**config.mk**
```make
export PLATFORM = sky130hd
export DESIGN_NAME = cmp_timer_top
export DESIGN_NICKNAME = d
export VERILOG_FILES = /design/src/hw/cpu_bus_pkg.sv /design/src/hw/cmp_timer_pkg.sv /design/src/hw/cpu_bus_decode.sv /design/src/hw/cmp_timer_core.sv /design/src/hw/irq_snd_latch.sv /design/src/hw/cmp_timer_top.sv
export SDC_FILE = /design/constraint.sdc
export NUM_CORES = 1
export LEC_CHECK = 0
export BUFFER_PORTS_ARGS = -buffer_cell sky130_fd_sc_hd__buf_2
export CORE_MARGIN = 10
export CORE_UTILIZATION = 50
export CTS_BUF_LIST = sky130_fd_sc_hd__clkbuf_4
export DETAILED_ROUTE_END_ITERATION = 10
export PLACE_DENSITY = 0.69
export SYNTH_ARGS = -nofsm -noshare
export SYNTH_HDL_FRONTEND = slang
export SYNTH_SLANG_ARGS = --single-unit
```
**constraint.sdc**
```tcl
create_clock -name clk -period 10.4 [get_ports clk]
set_input_delay 1.56 -clock clk [delete_from_list [all_inputs] [get_ports clk]]
set_output_delay 1.56 -clock clk [all_outputs]
set_load 0.005 [all_outputs]
```
**src/hw/cpu_bus_pkg.sv**
```systemverilog
// ------------------------------
// cpu bus widths and types
// data word, word address, strobes
// ------------------------------
`default_nettype none

package cpu_bus_pkg;

    localparam int bus_data_w = 16;  // 68000 data bus
    localparam int bus_addr_w = 23;  // word address, A23..A1
    localparam int reg_idx_w  = 4;   // A4..A1 pick the register

    typedef logic [bus_data_w-1:0] bus_word_t;
    typedef logic [bus_addr_w:1]   bus_addr_t;  // no A0 on a 16-bit bus

    // active low like the cpu pins, bit 1 is the upper byte (UDS)
    typedef logic [1:0]            byte_en_t;

    typedef logic [reg_idx_w-1:0]  reg_idx_t;

endpackage

`default_nettype wire

```
**src/hw/cmp_timer_pkg.sv**
```systemverilog
// ------------------------------
// compare/timer register map
// flag codes, timer and latch types
// ------------------------------
`default_nettype none

package cmp_timer_pkg;

    // register map, word offsets inside the chip window
    localparam cpu_bus_pkg::reg_idx_t reg_bound1       = 4'd0;
    localparam cpu_bus_pkg::reg_idx_t reg_bound2       = 4'd1;
    localparam cpu_bus_pkg::reg_idx_t reg_value        = 4'd2;
    localparam cpu_bus_pkg::reg_idx_t reg_flags        = 4'd3;   // read only
    localparam cpu_bus_pkg::reg_idx_t reg_history      = 4'd4;   // write clears
    localparam cpu_bus_pkg::reg_idx_t reg_bound2_alias = 4'd5;
    localparam cpu_bus_pkg::reg_idx_t reg_value_alias  = 4'd6;
    localparam cpu_bus_pkg::reg_idx_t reg_clamped      = 4'd7;   // read only
    localparam cpu_bus_pkg::reg_idx_t reg_reload       = 4'd8;
    localparam cpu_bus_pkg::reg_idx_t reg_irq_ack      = 4'd9;   // read acks main irq
    localparam cpu_bus_pkg::reg_idx_t reg_timer_ctrl   = 4'd10;  // bit 0 enables count
    localparam cpu_bus_pkg::reg_idx_t reg_reload_alias = 4'd12;
    localparam cpu_bus_pkg::reg_idx_t reg_irq_ack_alias = 4'd14;
    localparam cpu_bus_pkg::reg_idx_t reg_snd_latch    = 4'd15;

    // flag word, one bit per side, zero when in range
    localparam cpu_bus_pkg::bus_word_t flag_below  = 16'h8000;
    localparam cpu_bus_pkg::bus_word_t flag_above  = 16'h4000;
    localparam cpu_bus_pkg::bus_word_t flag_inside = 16'h0000;

    localparam int timer_w = 12;  // hidden counter, wraps at all ones
    localparam int snd_w   = 8;   // sound cpu sees one byte

    typedef logic [timer_w-1:0] timer_t;
    typedef logic [snd_w-1:0]   snd_byte_t;

endpackage

`default_nettype wire

```
**src/hw/cpu_bus_decode.sv**
```systemverilog
// ------------------------------
// cpu bus decode
// strobes, index and masked data
// ------------------------------
`default_nettype none

module cpu_bus_decode
    import cpu_bus_pkg::*;
    import cmp_timer_pkg::*;
(
    input  wire       cs,           // one cycle per access
    input  wire bus_addr_t addr,
    input  wire byte_en_t  dsn,
    input  wire       rnw,
    input  wire bus_word_t din,

    output logic      wr_stb,
    output logic      rd_stb,
    output reg_idx_t  reg_idx,
    output byte_en_t  wr_mask,      // active high
    output bus_word_t wr_data,
    output logic      irq_ack_stb,
    output logic      snd_wr_stb
);

    reg_idx_t idx;
    byte_en_t mask;
    logic     wr_access;
    logic     rd_access;

    // board logic decodes the upper address bits into cs
    assign idx  = addr[reg_idx_w:1];
    assign mask = ~dsn;

    // no byte lane active means nothing to write
    assign wr_access = cs && !rnw && (mask != 2'b00);
    assign rd_access = cs && rnw;   // reads ignore the byte strobes

    assign wr_stb  = wr_access;
    assign rd_stb  = rd_access;
    assign reg_idx = idx;
    assign wr_mask = mask;

    // idle lanes forced to zero so the core can or in its kept bytes
    assign wr_data = {
        mask[1] ? din[15:8] : 8'h00,
        mask[0] ? din[7:0]  : 8'h00
    };

    // main irq is acknowledged by reading either ack slot
    assign irq_ack_stb = rd_access &&
                         (idx == reg_irq_ack || idx == reg_irq_ack_alias);

    assign snd_wr_stb = wr_access && (idx == reg_snd_latch);

endmodule

`default_nettype wire

```
**src/hw/cmp_timer_core.sv**
```systemverilog
// ------------------------------
// compare/clamp, history word,
// reload timer and read mux
// ------------------------------
`default_nettype none

module cmp_timer_core
    import cpu_bus_pkg::*;
    import cmp_timer_pkg::*;
(
    input  wire       clk,
    input  wire       rst,
    input  wire       wr_stb,
    input  wire       rd_stb,
    input  wire reg_idx_t  reg_idx,
    input  wire byte_en_t  wr_mask,
    input  wire bus_word_t wr_data,     // idle lanes already zero
    input  wire       cnt_up,           // external count pulses

    output bus_word_t dout,
    output logic      timer_wrap_stb
);

    bus_word_t  bound1_q;
    bus_word_t  bound2_q;
    bus_word_t  value_q;
    timer_t     reload_q;
    logic       timer_en_q;
    timer_t     timer_q;      // not visible on the bus
    logic       cnt_up_d;
    bus_word_t  flags_q;
    bus_word_t  clamped_q;
    bus_word_t  history_q;
    logic [3:0] hist_idx_q;   // next history bit to fill
    logic       hist_pend_q;

    bus_word_t  cur_word;
    bus_word_t  keep_mask;
    bus_word_t  merged;
    bus_word_t  nx_flags;
    bus_word_t  nx_clamped;
    logic signed [bus_data_w-1:0] b1_s;
    logic signed [bus_data_w-1:0] b2_s;
    logic signed [bus_data_w-1:0] val_s;
    logic signed [bus_data_w-1:0] lo_s;
    logic signed [bus_data_w-1:0] hi_s;
    logic       value_wr;
    logic       hist_clr;
    logic       cnt_edge;

    // current contents of the write target, for byte merging
    always_comb begin
        case (reg_idx)
            reg_bound1:                     cur_word = bound1_q;
            reg_bound2, reg_bound2_alias:   cur_word = bound2_q;
            reg_value, reg_value_alias:     cur_word = value_q;
            reg_reload, reg_reload_alias:   cur_word = bus_word_t'(reload_q);
            reg_timer_ctrl:                 cur_word = bus_word_t'(timer_en_q);
            default:                        cur_word = '0;
        endcase
    end

    assign keep_mask = {{8{~wr_mask[1]}}, {8{~wr_mask[0]}}};
    assign merged    = wr_data | (cur_word & keep_mask);

    // bus writes, aliases land on the same registers
    always_ff @(posedge clk or posedge rst) begin
        if (rst) begin
            bound1_q   <= '0;
            bound2_q   <= '0;
            value_q    <= '0;
            reload_q   <= '0;
            timer_en_q <= 1'b0;
        end else if (wr_stb) begin
            case (reg_idx)
                reg_bound1:                   bound1_q   <= merged;
                reg_bound2, reg_bound2_alias: bound2_q   <= merged;
                reg_value, reg_value_alias:   value_q    <= merged;
                reg_reload, reg_reload_alias: reload_q   <= timer_t'(merged);
                reg_timer_ctrl:               timer_en_q <= merged[0];
                default: ;                    // read only or handled elsewhere
            endcase
        end
    end

    // bounds may come in either order
    assign b1_s  = signed'(bound1_q);
    assign b2_s  = signed'(bound2_q);
    assign val_s = signed'(value_q);
    assign lo_s  = (b1_s < b2_s) ? b1_s : b2_s;
    assign hi_s  = (b1_s < b2_s) ? b2_s : b1_s;

    always_comb begin
        if (val_s < lo_s) begin
            nx_flags   = flag_below;
            nx_clamped = bus_word_t'(lo_s);
        end else if (val_s > hi_s) begin
            nx_flags   = flag_above;
            nx_clamped = bus_word_t'(hi_s);
        end else begin
            nx_flags   = flag_inside;
            nx_clamped = value_q;   // already in range
        end
    end

    assign value_wr = wr_stb && (reg_idx == reg_value || reg_idx == reg_value_alias);
    assign hist_clr = wr_stb && (reg_idx == reg_history);

    // compare result every cycle, history one cycle behind the value update
    always_ff @(posedge clk or posedge rst) begin
        if (rst) begin
            flags_q     <= '0;
            clamped_q   <= '0;
            history_q   <= '0;
            hist_idx_q  <= '0;
            hist_pend_q <= 1'b0;
        end else begin
            flags_q     <= nx_flags;
            clamped_q   <= nx_clamped;
            hist_pend_q <= value_wr;  // value reg is updated by then
            if (hist_clr) begin
                history_q  <= '0;
                hist_idx_q <= '0;
            end else if (hist_pend_q) begin
                history_q[hist_idx_q] <= (nx_flags == flag_inside);
                hist_idx_q <= hist_idx_q + 1'b1;  // wraps after 15
            end
        end
    end

    // read data held until the next read
    always_ff @(posedge clk or posedge rst) begin
        if (rst) begin
            dout <= '0;
        end else if (rd_stb) begin
            case (reg_idx)
                reg_bound1:                   dout <= bound1_q;
                reg_bound2, reg_bound2_alias: dout <= bound2_q;
                reg_value, reg_value_alias:   dout <= value_q;
                reg_flags:                    dout <= flags_q;
                reg_history:                  dout <= history_q;
                reg_clamped:                  dout <= clamped_q;
                default:                      dout <= '1;  // floating bus
            endcase
        end
    end

    assign cnt_edge = cnt_up && !cnt_up_d;

    // wrap reloads even when counting is off
    always_ff @(posedge clk or posedge rst) begin
        if (rst) begin
            cnt_up_d       <= 1'b0;
            timer_q        <= '0;
            timer_wrap_stb <= 1'b0;
        end else begin
            cnt_up_d       <= cnt_up;
            timer_wrap_stb <= 1'b0;
            if (cnt_edge) begin
                if (&timer_q) begin
                    timer_q        <= reload_q;
                    timer_wrap_stb <= 1'b1;
                end else if (timer_en_q) begin
                    timer_q <= timer_q + 1'b1;
                end
            end
        end
    end

endmodule

`default_nettype wire

```
**src/hw/irq_snd_latch.sv**
```systemverilog
// ------------------------------
// main irq latch, sound byte
// latch and sound irq
// ------------------------------
`default_nettype none

module irq_snd_latch
    import cpu_bus_pkg::*;
    import cmp_timer_pkg::*;
(
    input  wire       clk,
    input  wire       rst,
    input  wire       timer_wrap_stb,
    input  wire       irq_ack_stb,   // read of the ack slot
    input  wire       snd_wr_stb,
    input  wire bus_word_t wr_data,
    input  wire       snd_ack,       // from the sound cpu

    output logic      main_irqn,     // active low to the 68000
    output logic      snd_irq,
    output snd_byte_t snd_data
);

    // set beats clear when both land together
    always_ff @(posedge clk or posedge rst) begin
        if (rst) begin
            main_irqn <= 1'b1;
        end else if (timer_wrap_stb) begin
            main_irqn <= 1'b0;
        end else if (irq_ack_stb) begin
            main_irqn <= 1'b1;
        end
    end

    // low byte only, upper lane ignored
    always_ff @(posedge clk or posedge rst) begin
        if (rst) begin
            snd_data <= '0;
            snd_irq  <= 1'b0;
        end else begin
            if (snd_wr_stb) begin
                snd_data <= wr_data[snd_w-1:0];
                snd_irq  <= 1'b1;
            end else if (snd_ack) begin
                snd_irq  <= 1'b0;   // sound cpu took the byte
            end
        end
    end

endmodule

`default_nettype wire

```
**src/hw/cmp_timer_top.sv**
```systemverilog
// ------------------------------
// compare/timer chip top
// decode, core and irq latches
// ------------------------------
`default_nettype none

module cmp_timer_top
    import cpu_bus_pkg::*;
(
    input  wire       clk,
    input  wire       rst,

    // 68000 side
    input  wire       cs,
    input  wire bus_addr_t addr,
    input  wire byte_en_t  dsn,
    input  wire       rnw,
    input  wire bus_word_t din,

    input  wire       cnt_up,
    input  wire       snd_ack,

    output wire bus_word_t  dout,
    output wire       main_irqn,
    output wire       snd_irq,
    output wire logic [7:0] snd_data
);

    wire logic      wr_stb;
    wire logic      rd_stb;
    wire reg_idx_t  reg_idx;
    wire byte_en_t  wr_mask;
    wire bus_word_t wr_data;
    wire logic      irq_ack_stb;
    wire logic      snd_wr_stb;
    wire logic      timer_wrap_stb;

    cpu_bus_decode u_decode (
        .cs          (cs),
        .addr        (addr),
        .dsn         (dsn),
        .rnw         (rnw),
        .din         (din),
        .wr_stb      (wr_stb),
        .rd_stb      (rd_stb),
        .reg_idx     (reg_idx),
        .wr_mask     (wr_mask),
        .wr_data     (wr_data),
        .irq_ack_stb (irq_ack_stb),
        .snd_wr_stb  (snd_wr_stb)
    );

    cmp_timer_core u_core (
        .clk            (clk),
        .rst            (rst),
        .wr_stb         (wr_stb),
        .rd_stb         (rd_stb),
        .reg_idx        (reg_idx),
        .wr_mask        (wr_mask),
        .wr_data        (wr_data),
        .cnt_up         (cnt_up),
        .dout           (dout),
        .timer_wrap_stb (timer_wrap_stb)
    );

    irq_snd_latch u_irq (
        .clk            (clk),
        .rst            (rst),
        .timer_wrap_stb (timer_wrap_stb),
        .irq_ack_stb    (irq_ack_stb),
        .snd_wr_stb     (snd_wr_stb),
        .wr_data        (wr_data),
        .snd_ack        (snd_ack),
        .main_irqn      (main_irqn),
        .snd_irq        (snd_irq),
        .snd_data       (snd_data)
    );

endmodule

`default_nettype wire

```
==> run summary <==
In this run the biggest area consumer among cell types represents 44.1% of the synthesized area. In the final layout, the share of cells above drive strength 1 is 13.2%. After synthesis, flip-flops and latches occupy 44.5% of the total area.

Setup repair after global routing left no endpoint under its margin. The worst setup path is launched from a flip-flop. The internal power of the cells totals 0.00119 W.

The finished layout holds 1113 standard cells, fillers aside. The data required time at the worst endpoint was 10.85 ns; the layout overhead on the synthesized area was 9.05%. TritonCTS built the clock tree. The flow ran to the end, and the final reports show no timing, DRC or antenna violations. Overall power consumption: 0.00200 W. The number of antenna violations at the first check in global routing is 1.

Along the worst path, the maximum fanout reaches 51. The tools report the DRC violation count after routing as 0. The kind of end point of the critical path was a flip-flop. Mean instance size in the synthesized netlist: 9.24 sq um.

The setup violation total in the final timing report was 0. The number of clock buffers inserted by TritonCTS is 17. The time the worst path needs with I/O delays and setup was 5.21 ns; the number of flip-flops and latches in the synthesized netlist was 140. The detailed router finished its first iteration with 577 violations. The count of buffers from port buffering works out to 53.

At the later pin of the worst-skew pair, clock insertion delay measures 0.56 ns. Floorplan die area: 21200 sq um. The clock tree synthesis step divided the H-tree into 4 levels.

The largest clock skew in the final design was 0.0236 ns. For this run, the number of Yosys warnings is 0. The congestion estimate from routability-driven global placement came to 0.910. The run gives 0.000802 W as the switching component of the power. The setup slack on the worst flop-to-flop path is 5.19 ns.

Yosys attributes the largest share of cell area to sky130_fd_sc_hd__dfrtp_1 (44%), sky130_fd_sc_hd__ha_1 (8.1%), sky130_fd_sc_hd__o21ai_0 (6.3%). The logs give 0 for the count of endpoints failing hold in the final timing report and 6562 for the count of vias placed by the detailed router. For this run, the detailed router's first-pass iteration total came to 6. In the synthesized netlist the async set-or-reset flop fraction comes to 100%. Height of the chip: 146 microns. Sequential cell area: 3500 sq um. The tools report the root cell of the clock tree as sky130_fd_sc_hd__clkbuf_4. The tools report the final-stage net count as 983. For this design, the CTS-stage hold fixing added 0 buffers. The logs give 0 for the quantity of gates resized following cts and 56.1% for the post-layout utilization of the core.

Multi-input combinational cell area: 4050 sq um. Including well taps, the total number of placed cells is 1077. The maximum number of pins on one net before global-route repair was 75. Data arrives at the worst endpoint at 5.67 ns. Transition at the pin with the smallest max-transition slack: 1.05 ns.

The clock net in this run drives a total of 140 sinks. Sorting the synthesized cells by how often they occur yields sky130_fd_sc_hd__dfrtp_1 (139), sky130_fd_sc_hd__nand2_1 (129), sky130_fd_sc_hd__o21ai_0 (99). The I/O pin total is 73. The max-slew violation total from the final report came out at 0. For the worst hold slack after final layout, the log shows 0.364 ns.

In this run the tightest slew margin relative to its limit is 29.6%. The prevailing post-synth register cell was sky130_fd_sc_hd__dfrtp_1. Net switching is 40.2% of the power. Clock-pin slew was measured on the worst setup and hold paths at 0.12 ns. Row generation in the floorplan step produced 45 rows. Once the floorplan was initialized, standard cells occupied 51.5% of the core. Per report_power, the combinational group accounts for 40.4% of the total.

The most common cell in the synthesized netlist is sky130_fd_sc_hd__dfrtp_1. Synthesis produced 853 cells. Static timing analysis puts the maximum clock frequency at 192 MHz. The first global-routing pass estimated 33.8 mm of wire. After detailed routing, the total wire length is 21.1 mm.

Post-CTS timing repair inserted 0 buffers for setup. In this run the static leakage power is 3.79 nW. The clock network accounts for 19.7% of the total power. The tool flagged a number of max-cap violations equal to 0. When the netlist entered floorplanning its net count stood at 951.

The type of the worst min-delay path was reg2reg. HPWL after detailed placement: 14.8 mm. The overflow left after global routing is 0.

The die is 146 microns wide. The power density relative to cell area works out to 232 nW/um^2. Category of the most critical setup path: reg2reg. Once detail routing completed, the nets flagged for antenna violations numbered 0. The number of different library cells used by synthesis comes to 56.

The final critical-path share of the clock period was 50.1%. No sink is reached through more buffers than the 2 on the longest clock path. The per-cell routed wire length is 18.9 microns.

Of all cell types, the one taking the most synthesized area is sky130_fd_sc_hd__dfrtp_1. Global routing used 19.8% of the available tracks. Yosys mapped a number of flops with a built-in enable equal to 0.

The setup TNS after final layout is 0 ns. Counting the fill cells in the layout gives 1439. The via count of the first global-routing pass is 6158. The average via count per standard cell was 5.90; the share of total power in sequential cells was 40.0%. Summing every instance area after synthesis gives 7880 sq um. VDD sags by at most 0.171 mV. The core region is 15300 sq um.
-- power by group through the flow --
stage	clock network (W)	registers, W	logic [W]
floorplan	0	0.000754	0.000657
global placement	0	0.000800	0.000783
detailed placement	0	0.000803	0.000796
CTS	0.000399	0.000793	0.000802
global route	0.000427	0.000813	0.000910
finish	0.000392	0.000798	0.000805
-- path summary, 6_finish.rpt --
path,start,endpoint,cells after the start
min reg2reg,u_core.timer_wrap_stb,u_irq.main_irqn,1
max,u_core.b2_s[15],u_core.clamped_q[0],17
max reg2reg,u_core.b2_s[15],u_core.clamped_q[0],17
max in group asynchronous,rst,u_core.val_s[13],3
min in group asynchronous,rst,u_core.reload_q[4],2
min,u_core.timer_wrap_stb,u_irq.main_irqn,1
-- state kept, by name, summed over array words and instances, names as in the netlist --
name and cells:
u_core.dout 16, u_irq.snd_data 8, u_irq.main_irqn 1, u_irq.snd_irq 1
u_core.reload_q 12, u_core.hist_pend_q 1, u_core.hist_idx_q 4, u_core.b1_s 16
u_core.history_q 16, u_core.b2_s 16, u_core.timer_q 12, u_core.cnt_up_d 1
u_core.clamped_q 16, u_core.val_s 16, u_core.timer_en_q 1, u_core.timer_wrap_stb 1
u_core.flags_q 2
-- metal layers --
layer  vias up  share of wire, %  track usage (%)
li1       3188                 -                -
met1      3158                46             26.9
met2       199                48             31.3
met3        17               5.5             4.41
met4         0               1.2             5.01
met5         -                 0                0
-- per-stage QoR --
step | instance area, sq um | setup slack, ns
after floorplan | 7880 | 5.09
after global placement | 8270 | 5.35
after detailed placement | 8270 | 5.25
after CTS | 8580 | 5.24
after global routing | 8590 | 4.71
final | 8590 | 5.19
-- layout make-up --
type | instances | area share (%)
repair buffers | 62 | 3.87
multi-input cells | 634 | 47.1
inverters | 30 | 1.37
diodes | 5 | 0.146
clock inverters | 13 | 2.04
clock buffers | 18 | 1.57
flip-flops and latches | 140 | 40.8
well taps | 211 | 3.07
-- critical path, stage by stage (launching register included) --
cell                        delay, ns
sky130_fd_sc_hd__dfrtp_1         0.41
sky130_fd_sc_hd__inv_1           0.07
sky130_fd_sc_hd__ha_1            0.40
sky130_fd_sc_hd__nand4_1         0.17
sky130_fd_sc_hd__nor3_1          0.39
sky130_fd_sc_hd__a41oi_2         0.23
sky130_fd_sc_hd__nand3_1         0.19
sky130_fd_sc_hd__mux2_4          0.53
sky130_fd_sc_hd__mux2i_1         0.20
sky130_fd_sc_hd__ha_1            0.34
sky130_fd_sc_hd__nand4_1         0.17
sky130_fd_sc_hd__nor4_1          0.68
sky130_fd_sc_hd__and3_1          0.25
sky130_fd_sc_hd__a2bb2oi_1       0.07
sky130_fd_sc_hd__nand3b_1        0.08
sky130_fd_sc_hd__buf_4           0.44
sky130_fd_sc_hd__mux2i_1         0.14
sky130_fd_sc_hd__a211o_1         0.31
-- layout by cell type (no fill, tap or decap), types with 3 or more instances in the layout --
| cell type | instances |
|---|---|
| sky130_fd_sc_hd__dfrtp_1 | 139 |
| sky130_fd_sc_hd__nand2_1 | 129 |
| sky130_fd_sc_hd__o21ai_0 | 99 |
| sky130_fd_sc_hd__a21oi_1 | 56 |
| sky130_fd_sc_hd__buf_2 | 53 |
| sky130_fd_sc_hd__ha_1 | 51 |
| sky130_fd_sc_hd__nor2_1 | 40 |
| sky130_fd_sc_hd__mux2i_1 | 30 |
| sky130_fd_sc_hd__inv_1 | 29 |
| sky130_fd_sc_hd__a31oi_1 | 23 |
| sky130_fd_sc_hd__o22ai_1 | 19 |
| sky130_fd_sc_hd__and2_1 | 19 |
| sky130_fd_sc_hd__clkbuf_4 | 18 |
| sky130_fd_sc_hd__mux2_2 | 17 |
| sky130_fd_sc_hd__a222oi_1 | 16 |
| sky130_fd_sc_hd__nand3_1 | 15 |
| sky130_fd_sc_hd__nor3_1 | 15 |
| sky130_fd_sc_hd__a22oi_1 | 14 |
| sky130_fd_sc_hd__nand4_1 | 10 |
| sky130_fd_sc_hd__buf_4 | 9 |
| sky130_fd_sc_hd__nand2b_1 | 6 |
| sky130_fd_sc_hd__diode_2 | 5 |
| sky130_fd_sc_hd__a211oi_1 | 5 |
| sky130_fd_sc_hd__and3_1 | 5 |
| sky130_fd_sc_hd__nor4_1 | 5 |
| sky130_fd_sc_hd__o21a_1 | 4 |
| sky130_fd_sc_hd__nor2b_1 | 4 |
| sky130_fd_sc_hd__nand3b_1 | 4 |
| sky130_fd_sc_hd__xor2_1 | 4 |
| sky130_fd_sc_hd__a41oi_1 | 4 |
| sky130_fd_sc_hd__o31ai_1 | 4 |
| sky130_fd_sc_hd__bufinv_16 | 4 |
| sky130_fd_sc_hd__a2bb2oi_1 | 3 |
| sky130_fd_sc_hd__clkinv_2 | 3 |
-- kinds of logic (layout without fill, tap and decap cells) --
logic type      after synthesis  count (layout)  synth area share [%]
other cells                   0               5                     0
mux                          49              49                  6.61
compound gates              264             264                  20.4
simple gates                264             264                  15.4
xor+xnor                      6               6                 0.667
fa+ha+maj                    51              51                  8.10
buf+inv                      79             123                  4.33
flops                       140             140                  44.5
No activity file was read; power rests on OpenSTA's default activity.
